### config.mk
export PLATFORM = sky130hd
export DESIGN_NAME = branch_address_calculator
export DESIGN_NICKNAME = d
export VERILOG_FILES = /design/src/hdl/core_cfg_pkg.sv /design/src/hdl/mips_isa_pkg.sv /design/src/hdl/branch_address_calculator.sv
export SDC_FILE = /design/constraint.sdc
export NUM_CORES = 1
export LEC_CHECK = 0
export ABC_AREA = 1
export BUFFER_PORTS_ARGS = -buffer_cell sky130_fd_sc_hd__buf_2
export CAP_MARGIN = 40
export CORE_AREA = 2 2 64 66
export DETAILED_ROUTE_END_ITERATION = 10
export DIE_AREA = 0 0 66 68
export GPL_ROUTABILITY_DRIVEN = 0
export PLACE_DENSITY = 0.82
export SLEW_MARGIN = 20
export SYNTH_ARGS = -nofsm -noshare
export SYNTH_HDL_FRONTEND = slang
export SYNTH_SLANG_ARGS = --single-unit
### constraint.sdc
create_clock -name vclk -period 1.9
set_input_delay 0.285 -clock vclk [all_inputs]
set_output_delay 0.285 -clock vclk [all_outputs]
set_load 0.03 [all_outputs]
### src/hdl/core_cfg_pkg.sv
package core_cfg_pkg;

   localparam int ADDR_W     = 11;    // PC counts words, not bytes.
   localparam int DATA_W     = 32;
   localparam int REG_IDX_W  = 5;
   localparam int IMEM_DEPTH = 2048;
   localparam int LINK_REG   = 31;    // Written by JAL.

   typedef logic [ADDR_W-1:0]    addr_t;
   typedef logic [DATA_W-1:0]    word_t;
   typedef logic [REG_IDX_W-1:0] reg_idx_t;

   // Where a loader transaction goes.
   typedef enum logic {
      IMEM = 1'b0,
      REGS = 1'b1
   } load_target_e;

endpackage

### src/hdl/mips_isa_pkg.sv
package mips_isa_pkg;

   //////////////////////////////////////////////////////////////////////
   // Instruction field positions.
   //////////////////////////////////////////////////////////////////////
   localparam int OPCODE_MSB = 31;
   localparam int OPCODE_LSB = 26;
   localparam int RS_MSB     = 25;
   localparam int RS_LSB     = 21;
   localparam int RT_MSB     = 20;
   localparam int RT_LSB     = 16;
   localparam int RD_MSB     = 15;
   localparam int RD_LSB     = 11;
   localparam int FUNCT_MSB  = 5;
   localparam int FUNCT_LSB  = 0;
   localparam int IMM_W      = 16;  // Immediate occupies [15:0].
   localparam int INDEX_W    = 26;  // Jump index occupies [25:0].

   //////////////////////////////////////////////////////////////////////
   // Encodings.
   //////////////////////////////////////////////////////////////////////
   typedef enum logic [5:0] {
      OP_SPECIAL = 6'b000000,  // R-type, look at funct.
      OP_J       = 6'b000010,
      OP_JAL     = 6'b000011,
      OP_BEQ     = 6'b000100,
      OP_BNE     = 6'b000101,
      OP_ADDI    = 6'b001000
   } opcode_e;

   typedef enum logic [5:0] {
      FUNCT_JR   = 6'b001000,
      FUNCT_JALR = 6'b001001
   } funct_e;

   // Kind of control transfer handed to the address calculator.
   typedef enum logic [2:0] {
      BR_NONE = 3'd0,
      BR_JR   = 3'd1,
      BR_JALR = 3'd2,
      BR_BEQ  = 3'd3,
      BR_BNE  = 3'd4,
      BR_JUMP = 3'd5  // J and JAL.
   } branch_kind_e;

endpackage

### src/hdl/branch_address_calculator.sv
`timescale 1ns/1ns

module branch_address_calculator
(
   input  mips_isa_pkg::branch_kind_e       i_branch_kind,
   input  core_cfg_pkg::addr_t              i_pc_plus_one,
   input  logic [mips_isa_pkg::IMM_W-1:0]   i_immediate,
   input  logic [mips_isa_pkg::INDEX_W-1:0] i_index,
   input  core_cfg_pkg::word_t              i_rs_data,
   input  core_cfg_pkg::word_t              i_rt_data,
   output logic                             o_taken,
   output core_cfg_pkg::addr_t              o_target
);

   core_cfg_pkg::addr_t branch_sum;

   // Offset is in words, so no shift. Wraps modulo the address space.
   assign branch_sum = i_pc_plus_one + i_immediate[core_cfg_pkg::ADDR_W-1:0];

   always_comb
   begin
      o_taken  = 1'b0;
      o_target = i_pc_plus_one;
      case (i_branch_kind)
         mips_isa_pkg::BR_JR,
         mips_isa_pkg::BR_JALR:
         begin
            o_taken  = 1'b1;
            o_target = i_rs_data[core_cfg_pkg::ADDR_W-1:0];
         end
         mips_isa_pkg::BR_BEQ:
         begin
            o_taken  = (i_rs_data == i_rt_data);
            o_target = branch_sum;
         end
         mips_isa_pkg::BR_BNE:
         begin
            o_taken  = (i_rs_data != i_rt_data);
            o_target = branch_sum;
         end
         mips_isa_pkg::BR_JUMP:
         begin
            o_taken  = 1'b1;
            o_target = i_index[core_cfg_pkg::ADDR_W-1:0];  // Upper index bits unused.
         end
         default: ;  // Not a branch.
      endcase
   end

endmodule

==> flow_summary.json <==
{
  "ys_seq_area_share_pct": 0,
  "yosysTopAreaCell": "nand2_1",
  "hold_viol_final": 0,
  "grt_pass1_vias": 1904,
  "synthesis.nets": 430,
  "yosysMostFrequentCell": "nand2_1",
  "dieHeight_um": 68,
  "hold_depth": 4,
  "worstPathMaxFanout": 3,
  "setup_tns_ns": 0,
  "hold_ws_ns": 0.9151,
  "synthDistinctLibCells": 30,
  "fillCellCount": 401,
  "slew_viol_final": 0,
  "ff_latch_area_um2": 0,
  "drt_iter0_markers": 28,
  "crit_type": "in2out",
  "seq_cell_count": 0,
  "setup_viol": 0,
  "utilization_pct": 61.62,
  "clock_buffers": 0,
  "synth.area.top_cells": "nand2_1 33%, inv_1 16%, ha_1 8.7%",
  "status": "complete, no violations",
  "die_x_um": 66,
  "hold_path_startpoint": "i_index[3]",
  "relSlewSlack_pct": 84.63,
  "hp-class": "in2out",
  "final_area_mm2": 0.002376,
  "drc_errors": 0,
  "ant_nets": 0,
  "fin_nets": 555,
  "wire_per_inst_um": 9.672,
  "power.density_mw_per_mm2": 286.7,
  "total_power_mw": 0.6811,
  "ctsHoldBuffers": 0,
  "grt_max_degree": 11,
  "avgSynthCellArea_um2": 4.837,
  "grt_usage_pct": 19.73,
  "rsz0062_at_grt": "true",
  "peakVddDrop_mv": 0.1572,
  "worst_slew_pin_slew_ns": 0.2290,
  "gr-total-overflow": 0,
  "netlist_instances": 299,
  "cp-end-kind": "output pin",
  "ys.warnings.count": 0,
  "coreArea_mm2": 0.003856,
  "dp_cells": 471,
  "place_area_mm2": 0.002150,
  "rows": 23,
  "netlist_top_cells_count": "128 x nand2_1, 61 x inv_1, 20 x nand3_1, 17 x nor2_1, 12 x xnor2_1",
  "period_minus_slack_ns": 1.871,
  "hold_end": "o_target[3]",
  "vias": 2159,
  "p_leak_nw": 1.453,
  "start_kind": "input pin",
  "drt_pass1_iterations": 4,
  "drt_wl_total_um": 4565,
  "max_freq_mhz": 534.4,
  "synth_top_area_share_pct": 33.22,
  "stdcell_count": 472,
  "syn_area_mm2": 0.001446,
  "pin_count": 132,
  "numPortBuffers": 112,
  "syn_to_final_growth_pct": 64.27,
  "layout_setup_ws_ns": 0.02875,
  "initial_utilization_pct": 37.51,
  "antenna_found_initial": 0,
  "cp.arrival_ns": 1.59,
  "drive_gt1_share_pct": 38.15,
  "num_antenna_cells": 0,
  "crit_required_ns": 1.62,
  "dp_worst_setup_slack_ns": -0.2881,
  "via_per_inst": 4.574,
  "grt_pass1_wl_um": 7286,
  "die-area_mm2": 0.004488,
  "finalCritPeriodShare_pct": 98.49,
  "place_hpwl_um": 3920,
  "max_cap_viol_count": 0
}
==> how the worst max path moves through the flow <==
stage	end	depth (start not counted)	start	slack [ns]
final	o_target[8]	11	i_immediate[0]	0.03
after global routing	o_target[8]	11	i_immediate[0]	-0.03
after CTS	o_target[8]	11	i_immediate[0]	-0.005
after detailed placement	o_target[8]	11	i_pc_plus_one[0]	-0.29
after global placement	o_target[8]	11	i_pc_plus_one[0]	-0.24
after floorplan	o_target[6]	9	i_pc_plus_one[0]	0.008
==> worst max-delay path: stages <==
cell      delay (ns)
buf_6           0.10
ha_4            0.15
fa_2            0.36
nand3_2         0.08
nand2_2         0.07
nand2_1         0.07
nand2_1         0.06
a21boi_1        0.12
o21ai_1         0.10
nand2_2         0.08
buf_6           0.12
==> routing by layer <==
metal / global-route usage [%] / routed length [um]
met4: 3.061 / 30
met5: 0 / 0
met1: 21.53 / 1823
met3: 1.645 / 269
met2: 41.54 / 2442
==> cell usage in the layout (no fill, tap or decap), types with 4 or more instances in the layout <==
master   instances
inv_1           61
xnor2_1         12
ha_4             8
a21oi_2          5
o21ai_1          4
o21ai_0          6
buf_2          102
buf_4           13
nand2_1        125
buf_6           11
nand2_2          5
nor2_1          16
nand4_1          5
nand3_2          5
a21oi_1          5
nand3_1         15
==> cell type report <==
cell class	count	area, um^2	area share (%)
inverter	64	242.7	10.22
multi-input combinational	232	1339	56.35
timing repair buffer	126	732.0	30.81
tap	50	62.56	2.633
==> where the power goes <==
part	internal [mW]	switching [mW]	total (mW)
registers	0	0	0
clock network	0	0	0
logic	0.321	0.360	0.681
total	0.321	0.360	0.681
==> cells by family (layout without fill, tap and decap cells) <==
logic type                 Yosys count  after routing  share of synthesized area (%)
AOI/OAI and AO/OA                   30             30                          12.20
xor gates and xnor gates            13             13                          7.872
adders and majority gates           11             11                          10.03
buffers and inverters               67            190                          18.69
and+or+nand+nor                    178            178                          51.21
==> repair_timing <==
item / 4_1_cts / 5_1_grt
pin swaps: 6 / 4
resized for setup: 24 / 25
setup buffers: 1 / 0
endpoints found under the setup margin: 7 / 9
Note: power is estimated with default switching activity, not from simulation.
