===== config.mk =====
export PLATFORM = sky130hd
export DESIGN_NAME = branch_control_decoder
export DESIGN_NICKNAME = d
export VERILOG_FILES = /design/src/hdl/core_cfg_pkg.sv /design/src/hdl/mips_isa_pkg.sv /design/src/hdl/branch_control_decoder.sv
export SDC_FILE = /design/constraint.sdc
export NUM_CORES = 1
export LEC_CHECK = 0
export BUFFER_PORTS_ARGS = -buffer_cell sky130_fd_sc_hd__buf_2
export CORE_UTILIZATION = 25
export DETAILED_ROUTE_END_ITERATION = 10
export GPL_TIMING_DRIVEN = 0
export PLACE_DENSITY = 0.56
export SYNTH_ARGS = -nofsm -noshare
export SYNTH_HDL_FRONTEND = slang
export SYNTH_SLANG_ARGS = --single-unit

===== constraint.sdc =====
create_clock -name vclk -period 7.05
set_clock_uncertainty 0.15 [all_clocks]
set_input_delay 0.705 -clock vclk [all_inputs]
set_output_delay 0.705 -clock vclk [all_outputs]
set_load 0.005 [all_outputs]

===== src/hdl/core_cfg_pkg.sv =====
package core_cfg_pkg;

   localparam int ADDR_W     = 11;    // PC counts words, not bytes.
   localparam int DATA_W     = 32;
   localparam int REG_IDX_W  = 5;
   localparam int IMEM_DEPTH = 2048;
   localparam int LINK_REG   = 31;    // Written by JAL.

   typedef logic [ADDR_W-1:0]    addr_t;
   typedef logic [DATA_W-1:0]    word_t;
   typedef logic [REG_IDX_W-1:0] reg_idx_t;

   // Where a loader transaction goes.
   typedef enum logic {
      IMEM = 1'b0,
      REGS = 1'b1
   } load_target_e;

endpackage


===== src/hdl/mips_isa_pkg.sv =====
package mips_isa_pkg;

   //////////////////////////////////////////////////////////////////////
   // Instruction field positions.
   //////////////////////////////////////////////////////////////////////
   localparam int OPCODE_MSB = 31;
   localparam int OPCODE_LSB = 26;
   localparam int RS_MSB     = 25;
   localparam int RS_LSB     = 21;
   localparam int RT_MSB     = 20;
   localparam int RT_LSB     = 16;
   localparam int RD_MSB     = 15;
   localparam int RD_LSB     = 11;
   localparam int FUNCT_MSB  = 5;
   localparam int FUNCT_LSB  = 0;
   localparam int IMM_W      = 16;  // Immediate occupies [15:0].
   localparam int INDEX_W    = 26;  // Jump index occupies [25:0].

   //////////////////////////////////////////////////////////////////////
   // Encodings.
   //////////////////////////////////////////////////////////////////////
   typedef enum logic [5:0] {
      OP_SPECIAL = 6'b000000,  // R-type, look at funct.
      OP_J       = 6'b000010,
      OP_JAL     = 6'b000011,
      OP_BEQ     = 6'b000100,
      OP_BNE     = 6'b000101,
      OP_ADDI    = 6'b001000
   } opcode_e;

   typedef enum logic [5:0] {
      FUNCT_JR   = 6'b001000,
      FUNCT_JALR = 6'b001001
   } funct_e;

   // Kind of control transfer handed to the address calculator.
   typedef enum logic [2:0] {
      BR_NONE = 3'd0,
      BR_JR   = 3'd1,
      BR_JALR = 3'd2,
      BR_BEQ  = 3'd3,
      BR_BNE  = 3'd4,
      BR_JUMP = 3'd5  // J and JAL.
   } branch_kind_e;

endpackage


===== src/hdl/branch_control_decoder.sv =====
`timescale 1ns/1ns

module branch_control_decoder
(
   input  core_cfg_pkg::word_t                i_instruction,
   input  core_cfg_pkg::addr_t                i_pc_plus_one,
   input  core_cfg_pkg::word_t                i_rs_data,
   output core_cfg_pkg::reg_idx_t             o_rs,
   output core_cfg_pkg::reg_idx_t             o_rt,
   output mips_isa_pkg::branch_kind_e         o_branch_kind,
   output logic [mips_isa_pkg::IMM_W-1:0]     o_immediate,
   output logic [mips_isa_pkg::INDEX_W-1:0]   o_index,
   output logic                               o_wb_en,
   output core_cfg_pkg::reg_idx_t             o_wb_idx,
   output core_cfg_pkg::word_t                o_wb_data
);

   logic [mips_isa_pkg::OPCODE_MSB-mips_isa_pkg::OPCODE_LSB:0] opcode;
   logic [mips_isa_pkg::FUNCT_MSB-mips_isa_pkg::FUNCT_LSB:0]   funct;
   core_cfg_pkg::reg_idx_t rd;
   core_cfg_pkg::word_t    link_value;
   core_cfg_pkg::word_t    addi_sum;
   logic                   wb_request;
   logic                   wb_link;  // High selects the link value.

   //////////////////////////////////////////////////////////////////////
   // Field split.
   //////////////////////////////////////////////////////////////////////
   assign opcode      = i_instruction[mips_isa_pkg::OPCODE_MSB:mips_isa_pkg::OPCODE_LSB];
   assign funct       = i_instruction[mips_isa_pkg::FUNCT_MSB:mips_isa_pkg::FUNCT_LSB];
   assign o_rs        = i_instruction[mips_isa_pkg::RS_MSB:mips_isa_pkg::RS_LSB];
   assign o_rt        = i_instruction[mips_isa_pkg::RT_MSB:mips_isa_pkg::RT_LSB];
   assign rd          = i_instruction[mips_isa_pkg::RD_MSB:mips_isa_pkg::RD_LSB];
   assign o_immediate = i_instruction[mips_isa_pkg::IMM_W-1:0];
   assign o_index     = i_instruction[mips_isa_pkg::INDEX_W-1:0];

   // Return address, zero extended to a full word.
   assign link_value = {{(core_cfg_pkg::DATA_W-core_cfg_pkg::ADDR_W){1'b0}}, i_pc_plus_one};
   assign addi_sum   = i_rs_data +
      {{(core_cfg_pkg::DATA_W-mips_isa_pkg::IMM_W){o_immediate[mips_isa_pkg::IMM_W-1]}},
       o_immediate};

   always_comb
   begin
      o_branch_kind = mips_isa_pkg::BR_NONE;
      wb_request    = 1'b0;
      wb_link       = 1'b0;
      o_wb_idx      = o_rt;
      case (opcode)
         mips_isa_pkg::OP_SPECIAL:
         begin
            case (funct)
               mips_isa_pkg::FUNCT_JR:
                  o_branch_kind = mips_isa_pkg::BR_JR;
               mips_isa_pkg::FUNCT_JALR:
               begin
                  o_branch_kind = mips_isa_pkg::BR_JALR;
                  wb_request    = 1'b1;
                  wb_link       = 1'b1;
                  o_wb_idx      = rd;
               end
               default: ;  // Other R-type ops are no-ops here.
            endcase
         end
         mips_isa_pkg::OP_J:
            o_branch_kind = mips_isa_pkg::BR_JUMP;
         mips_isa_pkg::OP_JAL:
         begin
            o_branch_kind = mips_isa_pkg::BR_JUMP;
            wb_request    = 1'b1;
            wb_link       = 1'b1;
            o_wb_idx      = core_cfg_pkg::reg_idx_t'(core_cfg_pkg::LINK_REG);
         end
         mips_isa_pkg::OP_BEQ: o_branch_kind = mips_isa_pkg::BR_BEQ;
         mips_isa_pkg::OP_BNE: o_branch_kind = mips_isa_pkg::BR_BNE;
         mips_isa_pkg::OP_ADDI:
            wb_request = 1'b1;  // Result goes to rt.
         default: ;
      endcase
   end

   assign o_wb_en   = wb_request && (o_wb_idx != '0);  // Drop writes to register 0.
   assign o_wb_data = wb_link ? link_value : addi_sum;

endmodule


==> impl_metrics.tcl <==
set metrics [dict create \
    layout-drive-gt1-share 0.406 \
    min_period_over_period 0.581 \
    finalHoldViolCount 0 \
    grt_start_max_net_pins 22 \
    maxCapViolCount 0 \
    rsz0062_at_grt "no" \
    die_h_um 108 \
    end_kind "output pin" \
    final.setup.tns_ns 0 \
    cp-start-kind "primary input" \
    drc 0 \
    status "finished, final reports clean" \
    dp_hpwl_mm 9.27 \
    finalSetupViolCount 0 \
    final_cell_mix "buf_2, a21oi_1, buf_4, nor2_1, nand2_1" \
    synth.area.top_cells "buf_4, ha_1, a21oi_1" \
    fp.dieArea_um2 11600 \
    holdPathEnd "o_rs[3]" \
    cp_common_cell "buf_2" \
    antenna_found_initial 0 \
    seq_cell_count 0 \
    final_nets 710 \
    synth_area_um2 2800 \
    power_density_nw_per_um2 88.7 \
    syn-instance-count 438 \
    drtPass1Iterations 4 \
    yosysTopAreaCell "buf_4" \
    grt_first_pass_wirelength_mm 16.5 \
    vias 3627 \
    antenna-diode-count 0 \
    initial_core_util 0.257 \
    syn_to_final_growth_pct 35.4 \
    report.final.slew_viol_count 0 \
    post_cts_buffers 0 \
    die_w_um 108 \
    power.leakage_nw 1.86 \
    cp_slowest_cell "buf_2" \
    worstHoldPathCells 2 \
    relSlewSlack 0.550 \
    tightest_slew_ns 0.675 \
    holdBufCountCts 0 \
    yosysUniqueCellTypes 52 \
    regArea_um2 0 \
    period_needed_ns 4.10 \
    globalRoute.totalOverflow 0 \
    final_common_cell "buf_2" \
    port_buffers 163 \
    max_stage_delay_ns 0.39 \
    viasPerCell 4.89 \
    crit_arrival_ns 3.24 \
    hp-start "i_instruction[24]" \
    hold_class "in -> out" \
    wl_per_cell_um 14.3 \
    ios 168 \
    crit_type "in -> out" \
    ir_drop_uv 28.3 \
    synth_seq_area_share 0 \
    ys_warn_count 0 \
    drtIter0Drc 195 \
    postSynthAreaPerCell_um2 6.39 \
    rows 38 \
    crit_fanout 21 \
    crit_required_ns 6.19 \
    grtUsageTotal 0.176 \
    clock.fmax_mhz 244 \
    wl_mm 10.6 \
    synth_top_area_frac 0.140 \
    final_core_util 0.348 \
    synth_fp_nets 545 \
    crit_chain "buf_2 > ha_1 > clkbuf_1 > a21oi_1 > o21ai_0 > nor4_1 > and3_1 > o211ai_1 > o31ai_1 > buf_2" \
    grt_pass1_vias 3425 \
    cts_resized 0 \
    core_area_um2 10900 \
    place_congestion 0.906 \
    clock_buffers 0 \
    antenna_left 0 \
]
[how the worst max path moves through the flow]
stage / start / endpoint / slack [ns] / cells after the start
finish: i_instruction[15] / o_wb_data[30] / 2.95 / 10
global route: i_instruction[15] / o_wb_data[30] / 2.67 / 10
CTS: i_instruction[15] / o_wb_data[30] / 2.89 / 10
detailed placement: i_instruction[15] / o_wb_data[30] / 2.90 / 10
global placement: i_instruction[15] / o_wb_data[30] / 2.88 / 10
floorplan: i_instruction[0] / o_wb_data[10] / 3.71 / 8
[where the power goes]
part | switching, mW | leakage (nW) | internal (mW)
clock | 0 | 0 | 0
combinational | 0.182 | 1.86 | 0.154
sequential | 0 | 0 | 0
total | 0.182 | 1.86 | 0.154
[routing by layer]
metal  GRT usage  vias up  wire (um)
li1            -     1862          -
met1       0.227     1627       4820
met2       0.331      132       5070
met3     0.00908        6        624
met4      0.0127        0         75
met5           0        -          0
[metrics by stage]
| stage | hold WS (ns) | area, um^2 | cells | worst slack [ns] | power (mW) |
|---|---|---|---|---|---|
| 2_1_floorplan | 1.34 | 2800 | 438 | 3.71 | 0.207 |
| 3_3_place_gp | 1.43 | 3790 | 741 | 2.88 | 0.336 |
| 3_5_place_dp | 1.43 | 3790 | 741 | 2.90 | 0.338 |
| 4_1_cts | 1.43 | 3790 | 741 | 2.89 | 0.340 |
| 5_1_grt | 1.43 | 3790 | 741 | 2.67 | 0.376 |
| 6_report | 1.43 | 3790 | 741 | 2.95 | 0.336 |
[critical path, delay by kind of cell]
family / cells / cell delay (ns)
AO/OA/AOI/OAI: 4 / 0.92
AND/OR/NAND/NOR: 2 / 0.50
buffers and inverters: 3 / 0.77
adder cells (fa/ha/maj): 1 / 0.31
[cells in the mapped netlist (all sizes together) (3+ instances only)]
cell	count
a21o	6
nand4	17
a211oi	4
nor2	48
nor4	4
xnor2	13
inv	4
nand2b	5
o21ai	31
nand2	44
a31oi	4
a21oi	56
ha	31
clkbuf	12
or3	3
nand3	11
buf	67
and2	3
xor2	7
nor3b	4
o211ai	8
o21bai	5
mux2i	5
nor3	17
o21a	4
or2	3
[kinds of logic after synthesis]
group / after synthesis / synth area share
simple gates: 166 / 0.284
compound gates: 131 / 0.294
buf+inv: 83 / 0.192
fa+ha+maj: 32 / 0.146
xor+xnor: 20 / 0.0626
mux: 6 / 0.0219
[cell type report]
class	count	area, um^2
fillers	1234	7100
multi-input cells	355	2260
repair buffers	163	816
plain buffers	79	523
well taps	140	175
inverters	4	15.0
No activity file was read; power rests on OpenSTA's default activity.
