<file path="config.mk">
export PLATFORM = sky130hd
export DESIGN_NAME = fetch_unit
export DESIGN_NICKNAME = d
export VERILOG_FILES = /design/src/hdl/core_cfg_pkg.sv /design/src/hdl/fetch_unit.sv
export SDC_FILE = /design/constraint.sdc
export NUM_CORES = 1
export LEC_CHECK = 0
export ABC_AREA = 0
export BUFFER_PORTS_ARGS = -buffer_cell sky130_fd_sc_hd__buf_4
export CAP_MARGIN = 10
export CORE_MARGIN = 2
export CORE_UTILIZATION = 45
export CTS_CLUSTER_SIZE = 30
export DETAILED_ROUTE_END_ITERATION = 8
export PLACE_DENSITY = 0.82
export SETUP_SLACK_MARGIN = 0.05
export SKIP_CTS_REPAIR_TIMING = 1
export SYNTH_ARGS = -nofsm -noshare
export SYNTH_HDL_FRONTEND = slang
export SYNTH_SLANG_ARGS = --single-unit
</file>
<file path="constraint.sdc">
create_clock -name i_clock -period 4.03 [get_ports i_clock]
set_clock_uncertainty 0.1 [all_clocks]
set_input_delay 0.403 -clock i_clock [delete_from_list [all_inputs] [get_ports i_clock]]
set_output_delay 0.403 -clock i_clock [all_outputs]
set_load 0.02 [all_outputs]
</file>
<file path="src/hdl/core_cfg_pkg.sv">
package core_cfg_pkg;

   localparam int ADDR_W     = 11;    // PC counts words, not bytes.
   localparam int DATA_W     = 32;
   localparam int REG_IDX_W  = 5;
   localparam int IMEM_DEPTH = 2048;
   localparam int LINK_REG   = 31;    // Written by JAL.

   typedef logic [ADDR_W-1:0]    addr_t;
   typedef logic [DATA_W-1:0]    word_t;
   typedef logic [REG_IDX_W-1:0] reg_idx_t;

   // Where a loader transaction goes.
   typedef enum logic {
      IMEM = 1'b0,
      REGS = 1'b1
   } load_target_e;

endpackage

</file>
<file path="src/hdl/fetch_unit.sv">
`timescale 1ns/1ns

module fetch_unit
(
   input  logic                i_clock,
   input  logic                i_reset,
   input  logic                i_run,
   input  logic                i_taken,
   input  core_cfg_pkg::addr_t i_target,
   output core_cfg_pkg::addr_t o_pc,
   output core_cfg_pkg::addr_t o_pc_plus_one,
   output logic                o_pc_valid
);

   core_cfg_pkg::addr_t next_pc;

   assign o_pc_plus_one = o_pc + 1'b1;
   assign next_pc       = i_taken ? i_target : o_pc_plus_one;

   //////////////////////////////////////////////////////////////////////
   // PC and run control.
   //////////////////////////////////////////////////////////////////////
   always_ff @(posedge i_clock)
   begin
      if (i_reset)
      begin
         o_pc       <= '0;
         o_pc_valid <= 1'b0;
      end
      else
      begin
         o_pc_valid <= i_run;
         if (!i_run)
            o_pc <= '0;  // Stopped, restart from 0.
         else if (o_pc_valid)
            o_pc <= next_pc;
      end
   end

endmodule

</file>
==> results of run 1 <==
cells by family after synthesis:
kind of cell               count (synthesis)
AOI/OAI and AO/OA                         28
xor gates and xnor gates                   9
adders and majority gates                  1
buffers and inverters                     16
DFF                                       12
muxes                                      2
and+or+nand+nor                           32
power by group through the flow:
stage / Clock [mW] / Combinational [mW] / Sequential [mW]
after floorplan: 0 / 0.0284 / 0.132
after global placement: 0 / 0.0499 / 0.131
after detailed placement: 0 / 0.0509 / 0.131
after CTS: 0.0747 / 0.0512 / 0.129
after global routing: 0.0772 / 0.0553 / 0.130
final: 0.0724 / 0.0510 / 0.129
placed cells by master, fill, tap and decap left out, types with 2 or more instances in the layout:
master / instances
o311a_1: 3
mux2i_1: 2
nand3_1: 3
inv_1: 5
nand2b_1: 2
dfxtp_1: 12
a31oi_1: 5
nand2_1: 9
buf_4: 37
nor2_1: 8
xor2_1: 2
nand4_1: 4
xnor2_1: 7
a21oi_1: 8
o31ai_1: 2
and3_1: 2
clkbuf_4: 3
o21ai_0: 4
cell type report:
class                      count  area (µm²)  area share
multi-input combinational     72         454       0.438
timing repair buffer          37         278       0.268
sequential                    12         240       0.232
clock buffer                   3        22.5      0.0217
inverter                       6        22.5      0.0217
tap                           16        20.0      0.0193
routing by layer:
metal,up-vias,routed length (µm)
met5,-,0
met4,0,16
met3,2,147
met2,38,941
met1,376,865
li1,421,-
worst max-delay path, delay by kind of cell, from the launching register on:
kind	cells	cell delay [ns]
xor+xnor	1	0.23
fa+ha+maj	1	0.43
buf+inv	1	0.18
flops	1	0.51
simple gates	1	0.16
worst paths after layout:
path                            slack (ns)          endpoint
worst max-delay path                  1.75  o_pc_plus_one[8]
worst min-delay path                  0.33           o_pc[0]
worst max register to register        2.19           o_pc[5]
worst min register to register        0.46           o_pc[4]
stage by stage:
step / setup WS [ns] / cells
floorplan: 2.07 / 100
global placement: 2.07 / 143
CTS: 1.75 / 146
global route: 1.59 / 146
finish: 1.75 / 146
detailed placement: 2.06 / 143
registers in the layout, summed over array words and instances, names as in the netlist:
name        cells
o_pc           11
o_pc_valid      1
==> results.json, run 1 <==
{
  "outcome": "finished clean",
  "p_sw_frac": 0.280,
  "grt_pass1_wl_um": 3090,
  "htreeDepth": 1,
  "use_met1": 0.247,
  "synthXorXnorAreaFrac": 0.102,
  "vdd_drop_max_v": 0.000213,
  "row_count": 14,
  "gr-total-overflow": 0,
  "worstPathCellList": "ha_1, nand4_1, xnor2_1, buf_4",
  "synth_fa_ha_area_frac": 0.0162,
  "crit_arrival_ns": 1.77,
  "min_period_over_period": 0.565,
  "syn_area_um2": 772,
  "ios": 38,
  "hold_path_depth": 3,
  "fin_crit_ns": 2.28,
  "initial_core_util": 0.495,
  "fin_nets": 148,
  "cp-end-kind": "primary output",
  "rr_worst_depth": 4,
  "synth_fp_nets": 116,
  "synthMuxAreaShare": 0.0259,
  "use_met3": 0.0278,
  "routed_wl_um": 1970,
  "p_per_area_nw_per_um2": 243,
  "synth_top_family_by_area": "compound AO/OA/AOI/OAI gates",
  "post-route-drc-count": 0,
  "synthArstFlopShare": 0,
  "die-area_um2": 2060,
  "setup_viol_count_final": 0,
  "coreArea_um2": 1560,
  "n_antenna_cell": 0,
  "place_area_um2": 1010,
  "drive_gt1_frac": 0.308,
  "worst-endpoint-required_ns": 3.53,
  "holdWs_ns": 0.329,
  "fillers": 145,
  "cts_tree": "yes",
  "cts_sinks": 12,
  "place.port_buffers": 37,
  "die_h_um": 45.4,
  "yosysWarnings": 0,
  "hold_path.class": "input pin to register",
  "yosysTopAreaCellShare": 0.311,
  "r2r_start": "o_pc_valid",
  "worst_pin_slew_ns": 0.606,
  "clock_latency_ns": 0.27,
  "synth-seq-area-share": 0.311,
  "cts_buffers": 3,
  "routabilityCongestion": 0.699,
  "dpl.hpwl_um": 1400,
  "syn_inst": 100,
  "finalHoldViolations": 0,
  "rsz0062_at_grt": "no",
  "p_seq_frac": 0.511,
  "final_util": 0.665,
  "clock.fmax_ghz": 0.440,
  "internal_power_mw": 0.182,
  "slew_headroom": 0.596,
  "drt_pass1_iterations": 4,
  "cp_slowest_cell": "dfxtp_1",
  "syn_area_per_cell_um2": 7.72,
  "fin_area_um2": 1040,
  "antenna_found_initial": 0,
  "synth.area.top_cells": "dfxtp_1 (31%), xnor2_1 (7.9%), a21oi_1 (5.2%), nand2_1 (4.4%), a31oi_1 (4.1%)",
  "slowest_delay_ns": 0.51,
  "tns_ns": 0,
  "total_power_mw": 0.252,
  "grt_util_met2": 0.352,
  "area_growth_pct": 34.4,
  "synth-edff-count": 0,
  "maxCapViolCount": 0,
  "synth_compound_area_frac": 0.241,
  "crit_fanout": 10,
  "synthTopCellsByCount": "dfxtp_1 (12), nand2_1 (9), a21oi_1 (8), nor2_1 (8), xnor2_1 (7)",
  "p_clk_frac": 0.287,
  "grt_pass1_vias": 748,
  "final_antenna_net_count": 0,
  "p_leak_nw": 0.468,
  "ctsRootBufferMaster": "clkbuf_4",
  "critPathKind": "register to primary output",
  "drv_slew": 0,
  "clk_pin_slew_ns": 0.07,
  "yosys.area.top_type": "dfxtp_1",
  "critPathLaunchType": "register",
  "drt_iter0_markers": 15,
  "hp-start": "i_target[0]",
  "synth_simple_gate_area_frac": 0.203,
  "synth_cell_types": 32,
  "wire_per_inst_um": 13.5,
  "viasPerCell": 5.73,
  "vias": 837,
  "switchingPower_mw": 0.0706,
  "grt-busiest-layer": "met2",
  "synth_ff_type": "dfxtp_1",
  "yosysMostFrequentCell": "dfxtp_1",
  "comb_power_share": 0.202,
  "postSynthRegisterBits": 12,
  "track_usage": 0.203,
  "clk_path_buf_depth": 2,
  "grt_max_degree": 27,
  "cp-startpoint": "o_pc[0]",
  "die_x_um": 45.4
}
(Power assumes the default switching activity.)
==> run 2: changes to the inputs <==
CORE_UTILIZATION = 40   (was 45)
PLACE_DENSITY = 0.77   (was 0.82)
clock period = 1.9 ns   (was 4.03 ns; I/O delays follow)
==> run 2 against run 1 <==
  * Cell count grew 10%
  * Global-route usage shrank 0.95 points
  * Final area grew 10%
  * Hold slack lost 0.23 ns
  * Sequential power grew 110%
  * Count of clock-buffer cells in the layout grew 1
  * Combinational power grew 140%
  * Via count grew 0.36%
  * Register-to-register slack lost 1.8 ns
  * Largest power group unchanged
==> results.json, run 2 (synthesis gave the netlist of run 1 again) <==
{
  "critPathLaunchType": "register",
  "slew_headroom": 0.753,
  "ios": 38,
  "gr-total-overflow": 0,
  "die-area_um2": 2300,
  "htreeDepth": 1,
  "fin_crit_ns": 1.75,
  "total_power_mw": 0.598,
  "cts_tree": "yes",
  "mostFrequentLayoutCells": "buf_4 (42), nand2_1 (9), dfxtp_1 (9), nor2_1 (8), a21oi_1 (8)",
  "top_register": "o_pc",
  "fin_area_um2": 1140,
  "endpoint": "o_pc_plus_one[8]",
  "drive_gt1_frac": 0.397,
  "clock.fmax_ghz": 0.571,
  "grt_pass1_wl_um": 3100,
  "worst-endpoint-required_ns": 1.61,
  "antenna_found_initial": 0,
  "grt_max_degree": 27,
  "viasPerCell": 5.22,
  "die_x_um": 47.9,
  "fin_nets": 153,
  "crit_fanout": 7,
  "r2r-end": "o_pc[8]",
  "r2r_start": "o_pc[5]",
  "cts_sinks": 12,
  "p_clk_frac": 0.352,
  "p_per_area_nw_per_um2": 523,
  "preCtsSetupSlack_ns": 0.266,
  "place.port_buffers": 37,
  "worst_pin_slew_ns": 0.371,
  "initial_core_util": 0.438,
  "grt_pass1_vias": 702,
  "switchingPower_mw": 0.165,
  "routabilityCongestion": 0.824,
  "drt_pass1_iterations": 4,
  "vias": 840,
  "drt_iter0_markers": 21,
  "cp-startpoint": "o_pc[5]",
  "routed_wl_um": 2070,
  "outcome": "finished clean",
  "p_sw_frac": 0.276,
  "setup_viol_count_final": 0,
  "finalNonFillerCells": 161,
  "vdd_drop_max_v": 0.000328,
  "tns_ns": 0,
  "min_period_over_period": 0.922,
  "drv_slew": 0,
  "mostFrequentLayoutCell": "buf_4",
  "die_h_um": 47.9,
  "n_antenna_cell": 0,
  "clk_path_buf_depth": 2,
  "post-route-drc-count": 0,
  "rr_worst_depth": 4,
  "ctsRootBufferMaster": "clkbuf_4",
  "top_regs": "o_pc: 11 flops, o_pc_valid: 1 flops",
  "rsz0062_at_grt": "no",
  "final_antenna_net_count": 0,
  "cp-end-kind": "primary output",
  "place_area_um2": 1060,
  "dpl.hpwl_um": 1470,
  "finalHoldViolations": 0,
  "row_count": 15,
  "cts_buffers": 3,
  "holdWs_ns": 0.0995,
  "wire_per_inst_um": 12.8,
  "clock_latency_ns": 0.28,
  "p_leak_nw": 0.528,
  "coreArea_um2": 1760,
  "reg2reg_slack_ns": 0.41,
  "crit_arrival_ns": 1.46,
  "area_growth_pct": 48.1,
  "largest_reg_flops": 11,
  "final.setup.worst_slack_ns": 0.148,
  "clk_pin_slew_ns": 0.08,
  "final_util": 0.648,
  "dp.cells": 157,
  "critPathKind": "register to primary output",
  "maxCapViolCount": 0,
  "p_seq_frac": 0.443,
  "hold_path.class": "input pin to register",
  "comb_power_share": 0.205,
  "internal_power_mw": 0.433,
  "track_usage": 0.194
}
==> run 2: changes by cell type in the layout (fill, tap and decap cells not counted), sizes merged <==
cell	delta
clkbuf	+1
buf	+5
==> run 2: worst min path at each step <==
stage | to | startpoint | cells past startpoint | slack [ns]
2_1_floorplan | o_pc[0] | i_target[0] | 2 | 0.26
3_3_place_gp | o_pc[0] | i_target[0] | 3 | 0.39
3_5_place_dp | o_pc[0] | i_target[0] | 3 | 0.40
4_1_cts | o_pc[0] | i_target[0] | 3 | 0.09
5_1_grt | o_pc[0] | i_target[0] | 3 | 0.12
6_report | o_pc[0] | i_target[0] | 3 | 0.1
==> run 2: area by class of cell <==
cell class,instances,area [µm²]
clock buffer,4,36.3
fill,173,621
inverter,6,22.5
multi-input combinational,72,492
sequential,12,246
tap,25,31.3
timing repair buffer,42,315
==> run 2: worst max-delay path: stages, from the launching register on <==
cell and delay [ns]:
dfxtp_2 0.38, and4_4 0.29, nand4_1 0.16, xnor2_2 0.19, buf_4 0.17
==> run 2: power by group through the flow <==
| stage | clock [mW] | sequential [mW] | combinational, mW |
|---|---|---|---|
| final | 0.211 | 0.265 | 0.123 |
| after global routing | 0.226 | 0.266 | 0.133 |
| after CTS | 0.217 | 0.265 | 0.122 |
| after detailed placement | 0 | 0.270 | 0.122 |
| after global placement | 0 | 0.270 | 0.120 |
| after floorplan | 0 | 0.279 | 0.0601 |
==> run 2: layer usage <==
layer,GRT usage,share of wire,routed length (µm)
met1,0.237,0.44,916
met2,0.323,0.47,969
met3,0.0377,0.077,158
met4,0.0919,0.010,21
met5,0,0,0
==> run 3: changes to the inputs <==
REMOVE_ABC_BUFFERS = 1   (was default)
==> run 3 against run 2 <==
  * Final area shrank 1.9%
  * First-iteration DRC count shrank 4.8%
  * Sequential share of layout area grew 0.074 points
  * Largest cell class unchanged
  * Largest power group unchanged
  * Highest routed layer unchanged
==> results.json, run 3 (synthesis gave the netlist of run 1 again) <==
{
  "critPathLaunchType": "register",
  "final_util": 0.636,
  "largest_reg_flops": 11,
  "finalNonFillerCells": 162,
  "drt_pass1_iterations": 4,
  "worst_pin_slew_ns": 0.378,
  "grt_pass1_wl_um": 3280,
  "place.port_buffers": 37,
  "drive_gt1_frac": 0.380,
  "coreArea_um2": 1760,
  "hold_path.class": "input pin to register",
  "die-area_um2": 2300,
  "critPathKind": "register to primary output",
  "dp.cells": 158,
  "htreeDepth": 1,
  "final_antenna_net_count": 0,
  "worstPathCellList": "and4_4, nand4_1, xnor2_1, buf_4",
  "grt_util_met2": 0.344,
  "setup_viol_count_final": 0,
  "finalHoldViolations": 0,
  "grt-busiest-layer": "met2",
  "total_power_mw": 0.594,
  "die_h_um": 47.9,
  "crit_arrival_ns": 1.47,
  "slowest_delay_ns": 0.38,
  "outcome": "finished clean",
  "reg2reg_slack_ns": 0.43,
  "cts_tree": "yes",
  "antenna_found_initial": 0,
  "worst-endpoint-required_ns": 1.61,
  "min_period_over_period": 0.926,
  "top_regs": "o_pc: 11 flops, o_pc_valid: 1 flops",
  "slew_headroom": 0.748,
  "p_per_area_nw_per_um2": 529,
  "vdd_drop_max_v": 0.000386,
  "ios": 38,
  "drv_slew": 0,
  "row_count": 15,
  "clock.fmax_ghz": 0.568,
  "gr-total-overflow": 0,
  "mostFrequentLayoutCell": "buf_4",
  "holdWs_ns": 0.106,
  "p_leak_nw": 0.515,
  "cp_slowest_cell": "dfxtp_2",
  "mostFrequentLayoutCells": "buf_4 (43), dfxtp_1 (10), nand2_1 (9), nor2_1 (8), a21oi_1 (8)",
  "use_met1": 0.253,
  "top_register": "o_pc",
  "clock_latency_ns": 0.27,
  "drt_iter0_markers": 20,
  "final.setup.worst_slack_ns": 0.140,
  "viasPerCell": 5.34,
  "area_growth_pct": 45.4,
  "post-route-drc-count": 0,
  "use_met3": 0.0415,
  "cts_sinks": 12,
  "cts_buffers": 3,
  "fin_nets": 154,
  "maxCapViolCount": 0,
  "grt_pass1_vias": 776,
  "crit_fanout": 7,
  "ctsRootBufferMaster": "clkbuf_4",
  "fin_crit_ns": 1.76,
  "grt_max_degree": 27,
  "track_usage": 0.204,
  "clk_path_buf_depth": 2,
  "wire_per_inst_um": 13.1,
  "routed_wl_um": 2130,
  "preCtsSetupSlack_ns": 0.286,
  "dpl.hpwl_um": 1510,
  "n_antenna_cell": 0,
  "initial_core_util": 0.438,
  "routabilityCongestion": 0.753,
  "rsz0062_at_grt": "no",
  "cp-end-kind": "primary output",
  "die_x_um": 47.9,
  "vias": 865,
  "clk_pin_slew_ns": 0.08
}
run 3: final cells by class:
type | count | area [µm²]
repair buffers | 43 | 323
fillers | 176 | 642
flip-flops and latches | 12 | 243
well taps | 25 | 31.3
inverters | 6 | 22.5
multi-input cells | 72 | 467
clock buffers | 4 | 36.3
run 3: where the power goes:
part | internal [mW] | switching (mW) | total, mW
combinational | 0.0585 | 0.0651 | 0.124
clock | 0.116 | 0.0889 | 0.205
sequential | 0.258 | 0.00653 | 0.265
total | 0.433 | 0.161 | 0.594
run 3: per-stage QoR:
stage	area, µm²	TNS, ns
after floorplan	717	0
after global placement	1070	0
after detailed placement	1070	0
after CTS	1110	-0.0643
after global routing	1120	0
final	1120	0
run 3: path summary, 6_finish.rpt:
kind | start | cells after the start | end
max | o_pc[5] | 4 | o_pc_plus_one[9]
min | i_target[0] | 3 | o_pc[0]
max reg2reg | o_pc[5] | 4 | o_pc[10]
min reg2reg | o_pc[4] | 2 | o_pc[4]
run 3: worst max-delay path, delay by kind of cell, from the launching register on:
family	cells	cell delay, ns
XOR/XNOR	1	0.22
buffers and inverters	1	0.18
flip-flops	1	0.38
AND/OR/NAND/NOR	2	0.42
run 3: per-layer routing:
layer	vias to the layer above	wire length (µm)
met4	0	12
met2	32	1040
met3	2	165
met5	-	0
met1	401	915
li1	430	-
