[src/hdl/core_cfg_pkg.sv]
package core_cfg_pkg;

   localparam int ADDR_W     = 11;    // PC counts words, not bytes.
   localparam int DATA_W     = 32;
   localparam int REG_IDX_W  = 5;
   localparam int IMEM_DEPTH = 2048;
   localparam int LINK_REG   = 31;    // Written by JAL.

   typedef logic [ADDR_W-1:0]    addr_t;
   typedef logic [DATA_W-1:0]    word_t;
   typedef logic [REG_IDX_W-1:0] reg_idx_t;

   // Where a loader transaction goes.
   typedef enum logic {
      IMEM = 1'b0,
      REGS = 1'b1
   } load_target_e;

endpackage

[src/hdl/program_loader.sv]
`timescale 1ns/1ns

module program_loader
(
   input  logic                       i_clock,
   input  logic                       i_reset,
   input  logic                       i_run,
   input  logic                       i_load_req,
   input  core_cfg_pkg::load_target_e i_load_target,
   input  core_cfg_pkg::addr_t        i_load_addr,
   input  core_cfg_pkg::word_t        i_load_data,
   output logic                       o_load_ack,
   output logic                       o_imem_wr_en,
   output logic                       o_reg_wr_en,
   output core_cfg_pkg::addr_t        o_wr_addr,
   output core_cfg_pkg::word_t        o_wr_data
);

   typedef enum logic [1:0] {
      IDLE,
      WRITE,
      WAIT_RELEASE
   } state_e;

   state_e                     state;
   core_cfg_pkg::load_target_e target_q;
   logic                       accept;

   // A request waits here while the core runs.
   assign accept = (state == IDLE) && i_load_req && !i_run;

   always_ff @(posedge i_clock)
   begin
      if (i_reset)
         state <= IDLE;
      else
      begin
         case (state)
            IDLE:         if (accept) state <= WRITE;
            WRITE:        state <= WAIT_RELEASE;  // One write strobe.
            WAIT_RELEASE: if (!i_load_req) state <= IDLE;
            default:      state <= IDLE;
         endcase
      end
   end

   // Capture the transaction.
   always_ff @(posedge i_clock)
   begin
      if (accept)
      begin
         target_q  <= i_load_target;
         o_wr_addr <= i_load_addr;
         o_wr_data <= i_load_data;
      end
   end

   assign o_imem_wr_en = (state == WRITE) && (target_q == core_cfg_pkg::IMEM);
   assign o_reg_wr_en  = (state == WRITE) && (target_q == core_cfg_pkg::REGS);
   assign o_load_ack   = (state == WAIT_RELEASE);

   // Ack only answers a request that was up at the previous edge.
   a_ack_after_req : assert property (
      @(posedge i_clock) disable iff (i_reset)
      $rose(o_load_ack) |-> $past(i_load_req)
   );

endmodule

[config.mk]
export PLATFORM = sky130hd
export DESIGN_NAME = program_loader
export DESIGN_NICKNAME = d
export VERILOG_FILES = /design/src/hdl/core_cfg_pkg.sv /design/src/hdl/program_loader.sv
export SDC_FILE = /design/constraint.sdc
export NUM_CORES = 1
export LEC_CHECK = 0
export ABC_CLOCK_PERIOD_IN_PS = 5800
export BUFFER_PORTS_ARGS = -buffer_cell sky130_fd_sc_hd__buf_2
export CORE_MARGIN = 4
export CORE_UTILIZATION = 40
export DETAILED_ROUTE_END_ITERATION = 8
export HOLD_SLACK_MARGIN = 0.06
export PLACE_DENSITY_LB_ADDON = 0.05
export SLEW_MARGIN = 10
export SYNTH_ARGS = -nofsm -noshare
export SYNTH_HDL_FRONTEND = slang
export SYNTH_SLANG_ARGS = --single-unit
[constraint.sdc]
create_clock -name i_clock -period 5.8 [get_ports i_clock]
set_input_delay 1.74 -clock i_clock [delete_from_list [all_inputs] [get_ports i_clock]]
set_output_delay 1.74 -clock i_clock [all_outputs]
set_load 0.02 [all_outputs]
==> impl_metrics.yaml, run 1 <==
status:
  outcome: "completed"
power_and_ir_drop:
  switchingPower_mw: 0.126
  p_leak_nw: 0.859
  p_sw_share_pct: 22.0
  pwr-share-clk_pct: 23.4
  p_per_area_nw_per_um2: 286
  seq_power_share_pct: 67.0
  pwr-share-comb_pct: 9.7
  max-vdd-ir-drop_mv: 0.138
  intPower_mw: 0.449
  power.total_mw: 0.575
drt:
  drtAntennaViolNets: 0
  wl_per_cell_um: 13.7
  drt_iter0_drc: 36
  firstDrtPassIters: 2
  wirelength_mm: 2.79
  drc: 0
  routed_via_density: 4.28
  vias: 869
floorplan:
  coreArea_um2: 3390
  initial_core_util_pct: 41.9
  io-pin-count: 94
  die_w_um: 67.6
  die_area_um2: 4560
  rows: 21
  die_h_um: 67.6
logic_synthesis:
  ys.flop_type: "edfxtp_1"
  synth_top_area_cell: "edfxtp_1"
  seq_area_frac_synth_pct: 95.9
  synth_area_um2: 1420
  synth_edf_count: 44
  synth.area.top_cells: "edfxtp_1 (93%), dfxtp_1 (2.8%), nor4b_2 (1.1%), nor2b_1 (0.88%), nand3b_1 (0.53%)"
  yosysMostFrequentCell: "edfxtp_1"
  syn-num-nets: 103
  yosys_register_bits: 46
  synthArstFlopShare_pct: 0
  syn_avg_cell_area_um2: 25.8
  netlist.area_leader.share_pct: 93.1
  ys_types: 9
  synthCells: 55
  yosys_warnings: 0
  yosys-top-cells-count: "edfxtp_1 (44), dfxtp_1 (2), nor2_1 (2), nor2b_1 (2)"
cells_and_area:
  instances_no_fill: 203
  syn_to_final_growth_pct: 41.5
  layout-drive-gt1-share_pct: 64.3
  diodes: 0
  nets: 204
setup_path:
  regToRegSetupSlack_ns: 3.66
  r2r_start: "state[1]"
  crit_arrival_ns: 3.24
  cp-end-kind: "flip-flop"
  required_ns: 5.82
  r2r-end: "o_wr_data[6]"
  worstSetupPathType: "primary input to flip-flop"
  critPathMaxFanout: 26
  rr_worst_depth: 2
  startpoint: "i_run"
  start_kind: "primary input"
sta:
  worstMarginPinSlew_ns: 1.11
  max_freq_mhz: 311
  finalCritPeriodShare_pct: 55.5
  finalHoldViolations: 0
  max_slew_margin_pct: 25.4
  grt_setup_unrepaired: "false"
  period_needed_ns: 3.22
  setup_tns_ns: 0
  skew_ns: 0.00681
  final-setup-viol-count: 0
  final_max_slew_viol_count: 0
global_routing:
  grt_overflow_total: 0
  grt_max_degree: 27
  grt_pass1_vias: 867
  grt_pass1_wl_mm: 3.87
  track_usage_pct: 12.4
  antenna_found_initial: 0
worst_hold_path:
  worstHoldPathType: "flip-flop to flip-flop"
  hold_start: "state[1]"
  hold_depth: 2
  min_to: "state[1]"
cts:
  post_cts_resized: 0
  cts_sinks: 46
  holdBufCountCts: 0
  cts_buffers: 5
  cts_tree: "done"
  cts_setup_buffers: 0
  clkSlewWorstSetupHoldPaths_ns: 0.12
  clock_latency_ns: 0.33
  cts-htree-levels: 2
  clockBufferDepth: 2
  clockRootBuffer: "clkbuf_4"
flow_run:
  drv_cap: 0
place:
  place_congestion: 0.701
  place_inst: 195
  portBuffers: 93
## kinds of logic after synthesis
group	Yosys count	share of synthesized area, %
compound gates	1	0.352
buf+inv	1	0.264
flops	46	95.9
simple gates	7	3.44
## state kept, by name, indices dropped and copies added (netlist names)
register   flops
o_wr_addr     11
o_wr_data     32
state          2
target_q       1
## critical path, cell delays in order
cell and delay, ns:
buf_2 0.11, nor4b_4 0.91, buf_4 0.46
## stage by stage
stage | hold WS (ns) | util, % | setup WS (ns) | area, µm²
floorplan | 0.485 | - | 1.10 | 1420
global placement | 0.524 | 57.8 | 2.23 | 1960
detailed placement | 0.545 | 57.8 | 2.17 | 1960
CTS | 0.563 | 59.2 | 2.56 | 2010
global route | 0.590 | 59.2 | 2.48 | 2010
finish | 0.566 | 59.2 | 2.58 | 2010
## routing by layer
layer | vias up | global-route usage [%] | wire, µm | part of all wire, %
met5 | - | 0 | 0 | 0
met4 | 0 | 5.32 | 25 | 0.90
met3 | 3 | 5.16 | 369 | 13
met2 | 56 | 22.2 | 1480 | 53
met1 | 395 | 12.4 | 907 | 33
li1 | 415 | - | - | -
## final cells by class
cell class / instances / area [µm²]
sequential: 46 / 1360
fill: 281 / 1380
inverter: 1 / 3.75
clock buffer: 6 / 41.3
tap: 46 / 57.6
timing repair buffer: 94 / 473
clock inverter: 2 / 8.76
multi-input combinational: 8 / 62.6
## cells in the final DEF, fill, tap and decap left out, drive strengths merged
cell type	netlist	routed
buf	0	94
nor4b	1	1
nor2	2	2
clkinv	0	2
clkbuf	0	6
a21oi	1	1
nor2b	2	2
nand3b	1	1
nand2b	1	1
inv	1	1
edfxtp	44	44
dfxtp	2	2
## worst max path at each step
stage | slack [ns] | depth (start not counted) | end
3_3_place_gp | 2.23 | 3 | o_wr_addr[1]
6_report | 2.58 | 3 | o_wr_data[6]
4_1_cts | 2.56 | 3 | o_wr_data[6]
5_1_grt | 2.48 | 3 | o_wr_data[7]
3_5_place_dp | 2.17 | 3 | o_wr_data[19]
2_1_floorplan | 1.10 | 1 | o_wr_addr[0]
## power by group through the flow
stage	combinational (mW)	clock, mW	sequential (mW)
final	0.0555	0.134	0.385
after global routing	0.0597	0.154	0.387
after CTS	0.0565	0.139	0.385
after detailed placement	0.0566	0	0.393
after global placement	0.0554	0	0.393
after floorplan	0.00747	0	0.411
Note: power is estimated with default switching activity, not from simulation.
==> run 2: changes to the inputs <==
ABC_CLOCK_PERIOD_IN_PS = 3200   (was 5800)
clock period = 3.2 ns   (was 5.8 ns; I/O delays follow)
==> impl_metrics.yaml, run 2 (synthesis results as in run 1) <==
floorplan:
  io-pin-count: 94
  die_area_um2: 4560
  coreArea_um2: 3390
  die_h_um: 67.6
  rows: 21
  initial_core_util_pct: 41.9
  die_w_um: 67.6
setup_path:
  required_ns: 2.24
  start_kind: "flip-flop"
  path_buf_inv: 1
  rr_worst_depth: 2
  crit_arrival_ns: 1.15
  slowest_delay_ns: 0.36
  crit_slowest_cell: "dfxtp_1"
  critical_path.top_delay_family: "flip-flops"
  regToRegSetupSlack_ns: 1.81
  r2r_start: "state[1]"
  worstSetupPathType: "flip-flop to output port"
  crit_chain: "nand2b_1 -> nor2_1 -> buf_2"
  cp-end-kind: "output port"
  critPathMaxFanout: 4
  r2r-end: "o_wr_data[8]"
drt:
  wirelength_mm: 2.62
  wl_per_cell_um: 12.9
  routed_via_density: 4.15
  drtAntennaViolNets: 0
  drt_iter0_drc: 20
  firstDrtPassIters: 2
  drc: 0
  vias: 842
global_routing:
  grt_overflow_total: 0
  grt_pass1_vias: 832
  track_usage_pct: 11.6
  antenna_found_initial: 0
  grt_max_degree: 33
  grt_pass1_wl_mm: 3.75
sta:
  skew_ns: 0.00632
  final-setup-viol-count: 0
  max_freq_mhz: 475
  period_needed_ns: 2.11
  finalCritPeriodShare_pct: 65.8
  holdWs_ns: 0.551
  setup_tns_ns: 0
  final_max_slew_viol_count: 0
  finalHoldViolations: 0
  max_slew_margin_pct: 74.9
  grt_setup_unrepaired: "false"
  worstMarginPinSlew_ns: 0.376
cts:
  clockBufferDepth: 2
  clockRootBuffer: "clkbuf_4"
  holdBufCountCts: 0
  cts_sinks: 46
  cts-htree-levels: 2
  cts_buffers: 5
  clock_latency_ns: 0.33
  cts_setup_buffers: 0
  post_cts_resized: 0
  clkSlewWorstSetupHoldPaths_ns: 0.11
  cts_tree: "done"
power_and_ir_drop:
  p_leak_nw: 0.873
  max-vdd-ir-drop_mv: 0.359
  p_per_area_nw_per_um2: 545
status:
  outcome: "completed"
place:
  portBuffers: 93
  place_area_um2: 1970
  place_congestion: 0.704
  place_inst: 196
  dp_hpwl_mm: 2.12
cells_and_area:
  layout_common_cells: "buf_2 (93), edfxtp_1 (44), clkbuf_4 (5)"
  diodes: 0
  syn_to_final_growth_pct: 43.6
  layout-drive-gt1-share_pct: 65.0
  design_area_um2: 2040
  layout_commonest_cell: "buf_2"
  fillCellCount: 279
  largest_reg_flops: 32
  nets: 205
  reg_top3: "o_wr_data x32, o_wr_addr x11, state x2"
  finish.utilization_pct: 60.1
  regMostFlops: "o_wr_data"
  instances_no_fill: 203
flow_run:
  drv_cap: 0
worst_hold_path:
  min_to: "state[1]"
  hold_depth: 2
  worstHoldPathType: "flip-flop to flip-flop"
  hold_start: "state[1]"
run 2: changes by cell type in the layout (fill, tap and decap cells not counted):
| cell | previous run | this run |
|---|---|---|
| buf_4 | 1 | 2 |
| bufinv_16 | 0 | 1 |
| clkbuf_1 | 1 | 0 |
| clkinv_2 | 1 | 0 |
run 2: power breakdown:
part / switching (mW) / internal [mW] / leakage [nW]
Combinational: 0.0607 / 0.0402 / 0.408
Clock: 0.154 / 0.158 / 0.0387
Sequential: 0.00636 / 0.691 / 0.426
run 2: layer usage:
| layer | routed length (µm) | vias to the layer above | global-route usage, % | part of all wire [%] |
|---|---|---|---|---|
| li1 | - | 416 | - | - |
| met3 | 348 | 2 | 5.99 | 13 |
| met5 | 0 | - | 0 | 0 |
| met2 | 1360 | 54 | 19.3 | 52 |
| met1 | 898 | 370 | 12.8 | 34 |
| met4 | 15 | 0 | 3.80 | 0.57 |
run 2: through the flow:
stage | total power, mW | worst slack, ns
floorplan | 0.759 | 0.326
global placement | 0.812 | 1.16
detailed placement | 0.814 | 1.13
CTS | 1.13 | 1.07
global route | 1.17 | 0.984
finish | 1.11 | 1.09
run 2: how the worst max path moves through the flow:
stage	start	to	slack [ns]	depth (start not counted)
after floorplan	i_run	o_wr_addr[0]	0.33	1
after global placement	i_run	o_wr_data[1]	1.16	3
after detailed placement	i_run	o_wr_data[2]	1.13	3
after CTS	state[1]	o_imem_wr_en	1.07	3
after global routing	state[0]	o_reg_wr_en	0.98	3
final	state[1]	o_imem_wr_en	1.09	3
run 2: cell type report:
class / instances / area [µm²] / share of cell area (%)
flip-flops and latches: 46 / 1360 / 66.8
repair buffers: 95 / 480 / 23.6
multi-input cells: 8 / 62.6 / 3.07
well taps: 46 / 57.6 / 2.83
clock buffers: 5 / 37.5 / 1.84
clock inverters: 2 / 33.8 / 1.66
inverters: 1 / 3.75 / 0.184
run 2: tightest hold or removal path, stage by stage (launching register included):
cell and delay (ns):
dfxtp_1 0.36, nand3b_1 0.10, a21oi_1 0.06
==> run 3: changes to the inputs <==
ABC_CLOCK_PERIOD_IN_PS = 1800   (was 3200)
CORE_UTILIZATION = 36   (was 40)
clock period = 1.8 ns   (was 3.2 ns; I/O delays follow)
==> impl_metrics.yaml, run 3 (synthesis results as in run 1) <==
cells_and_area:
  reg_top3: "o_wr_data x32, o_wr_addr x11, state x2"
  layout_common_cells: "buf_2 (93), edfxtp_1 (44), clkbuf_8 (5)"
  largest_reg_flops: 32
  fillCellCount: 345
  layout_commonest_cell: "buf_2"
  finish.utilization_pct: 55.4
  syn_to_final_growth_pct: 46.3
  nets: 204
  regMostFlops: "o_wr_data"
  layout-drive-gt1-share_pct: 64.7
  diodes: 0
power_and_ir_drop:
  power.total_mw: 2.13
  p_leak_nw: 0.884
  max-vdd-ir-drop_mv: 0.555
  p_per_area_nw_per_um2: 1020
drt:
  firstDrtPassIters: 4
  drt_iter0_drc: 35
  wl_per_cell_um: 14.0
  routed_via_density: 4.33
  vias: 884
  drtAntennaViolNets: 0
  drc: 0
  wirelength_mm: 2.86
sta:
  max_slew_margin_pct: 83.0
  grt_setup_unrepaired: "false"
  period_needed_ns: 1.64
  worstMarginPinSlew_ns: 0.254
  final-setup-viol-count: 0
  max_freq_mhz: 612
  finalCritPeriodShare_pct: 90.8
  finalHoldViolations: 0
  skew_ns: 0.00414
  final_max_slew_viol_count: 0
setup_path:
  r2r_start: "state[1]"
  critPathMaxFanout: 4
  critical_path.top_delay_family: "flip-flops"
  slowest_delay_ns: 0.35
  crit_chain: "nand2b_1 -> nor2_1 -> buf_2"
  start_kind: "flip-flop"
  startpoint: "state[1]"
  crit_slowest_cell: "dfxtp_1"
  crit_arrival_ns: 1.10
  required_ns: 1.26
  cp-end-kind: "output port"
  worstSetupPathType: "flip-flop to output port"
  path_buf_inv: 1
cts:
  clock_latency_ns: 0.28
  clockBufferDepth: 2
  cts-htree-levels: 2
  cts_sinks: 46
  cts_setup_buffers: 0
  post_cts_resized: 0
  clockRootBuffer: "clkbuf_8"
  cts_tree: "done"
  cts_buffers: 5
  clkSlewWorstSetupHoldPaths_ns: 0.08
  holdBufCountCts: 0
floorplan:
  die_h_um: 70.8
  die_w_um: 70.8
  coreArea_um2: 3740
  initial_core_util_pct: 37.9
  rows: 22
  io-pin-count: 94
  die_area_um2: 5010
worst_hold_path:
  hold_start: "i_reset"
  worstHoldPathType: "primary input to flip-flop"
global_routing:
  track_usage_pct: 11.7
  grt_pass1_vias: 889
  grt_pass1_wl_mm: 4.38
  grt_overflow_total: 0
  antenna_found_initial: 0
  grt_max_degree: 46
place:
  dp_hpwl_mm: 2.27
  portBuffers: 93
  place_congestion: 0.704
flow_run:
  drv_cap: 0
status:
  outcome: "completed"
-- run 3: cell count changes in the layout (fill, tap and decap cells not counted), sizes merged --
cell and change:
buf -1
-- run 3: final timing paths --
kind	to	slack, ns	cells after the start
setup / recovery	o_reg_wr_en	0.16	3
hold / removal	state[0]	0.42	2
setup reg to reg	o_wr_addr[10]	0.51	2
hold reg to reg	state[1]	0.55	2
-- run 3: final cells by class --
class / count / area, µm² / share of cell area, %
Inverter: 1 / 3.75 / 0.181
Sequential cell: 46 / 1360 / 65.6
Clock buffer: 5 / 68.8 / 3.32
Clock inverter: 2 / 33.8 / 1.63
Tap cell: 48 / 60.1 / 2.89
Timing Repair Buffer: 94 / 485 / 23.4
Multi-Input combinational cell: 8 / 62.6 / 3.01
-- run 3: per-stage QoR --
step	TNS (ns)	setup slack, ns	std cells	hold slack [ns]	instance area (µm²)
finish	0	0.165	204	0.418	2080
CTS	0	0.158	204	0.413	2080
floorplan	-29.29	-0.654	55	0.506	1430
detailed placement	0	0.256	197	0.538	1970
global route	0	0.0947	204	0.402	2080
global placement	0	0.283	197	0.527	1970
-- run 3: worst reg2reg max path: cells and delay by family, from the launching register on --
| kind | cells | cell delay [ns] |
|---|---|---|
| flip-flops | 1 | 0.35 |
| AND/OR/NAND/NOR | 1 | 0.33 |
| buffers and inverters | 1 | 0.28 |
-- run 3: layer usage --
metal / up-vias / share of wire [%] / global-route usage [%]
li1: 414 / - / -
met1: 422 / 31 / 11.1
met2: 46 / 57 / 21.6
met3: 2 / 12 / 6.39
met4: 0 / 0.46 / 3.13
met5: - / 0 / 0
-- run 3: power by group --
part	leakage [nW]	total [mW]	internal, mW	switching [mW]
combinational	0.406	0.183	0.0733	0.110
clock	0.0517	0.705	0.401	0.304
sequential	0.426	1.24	1.23	0.0116
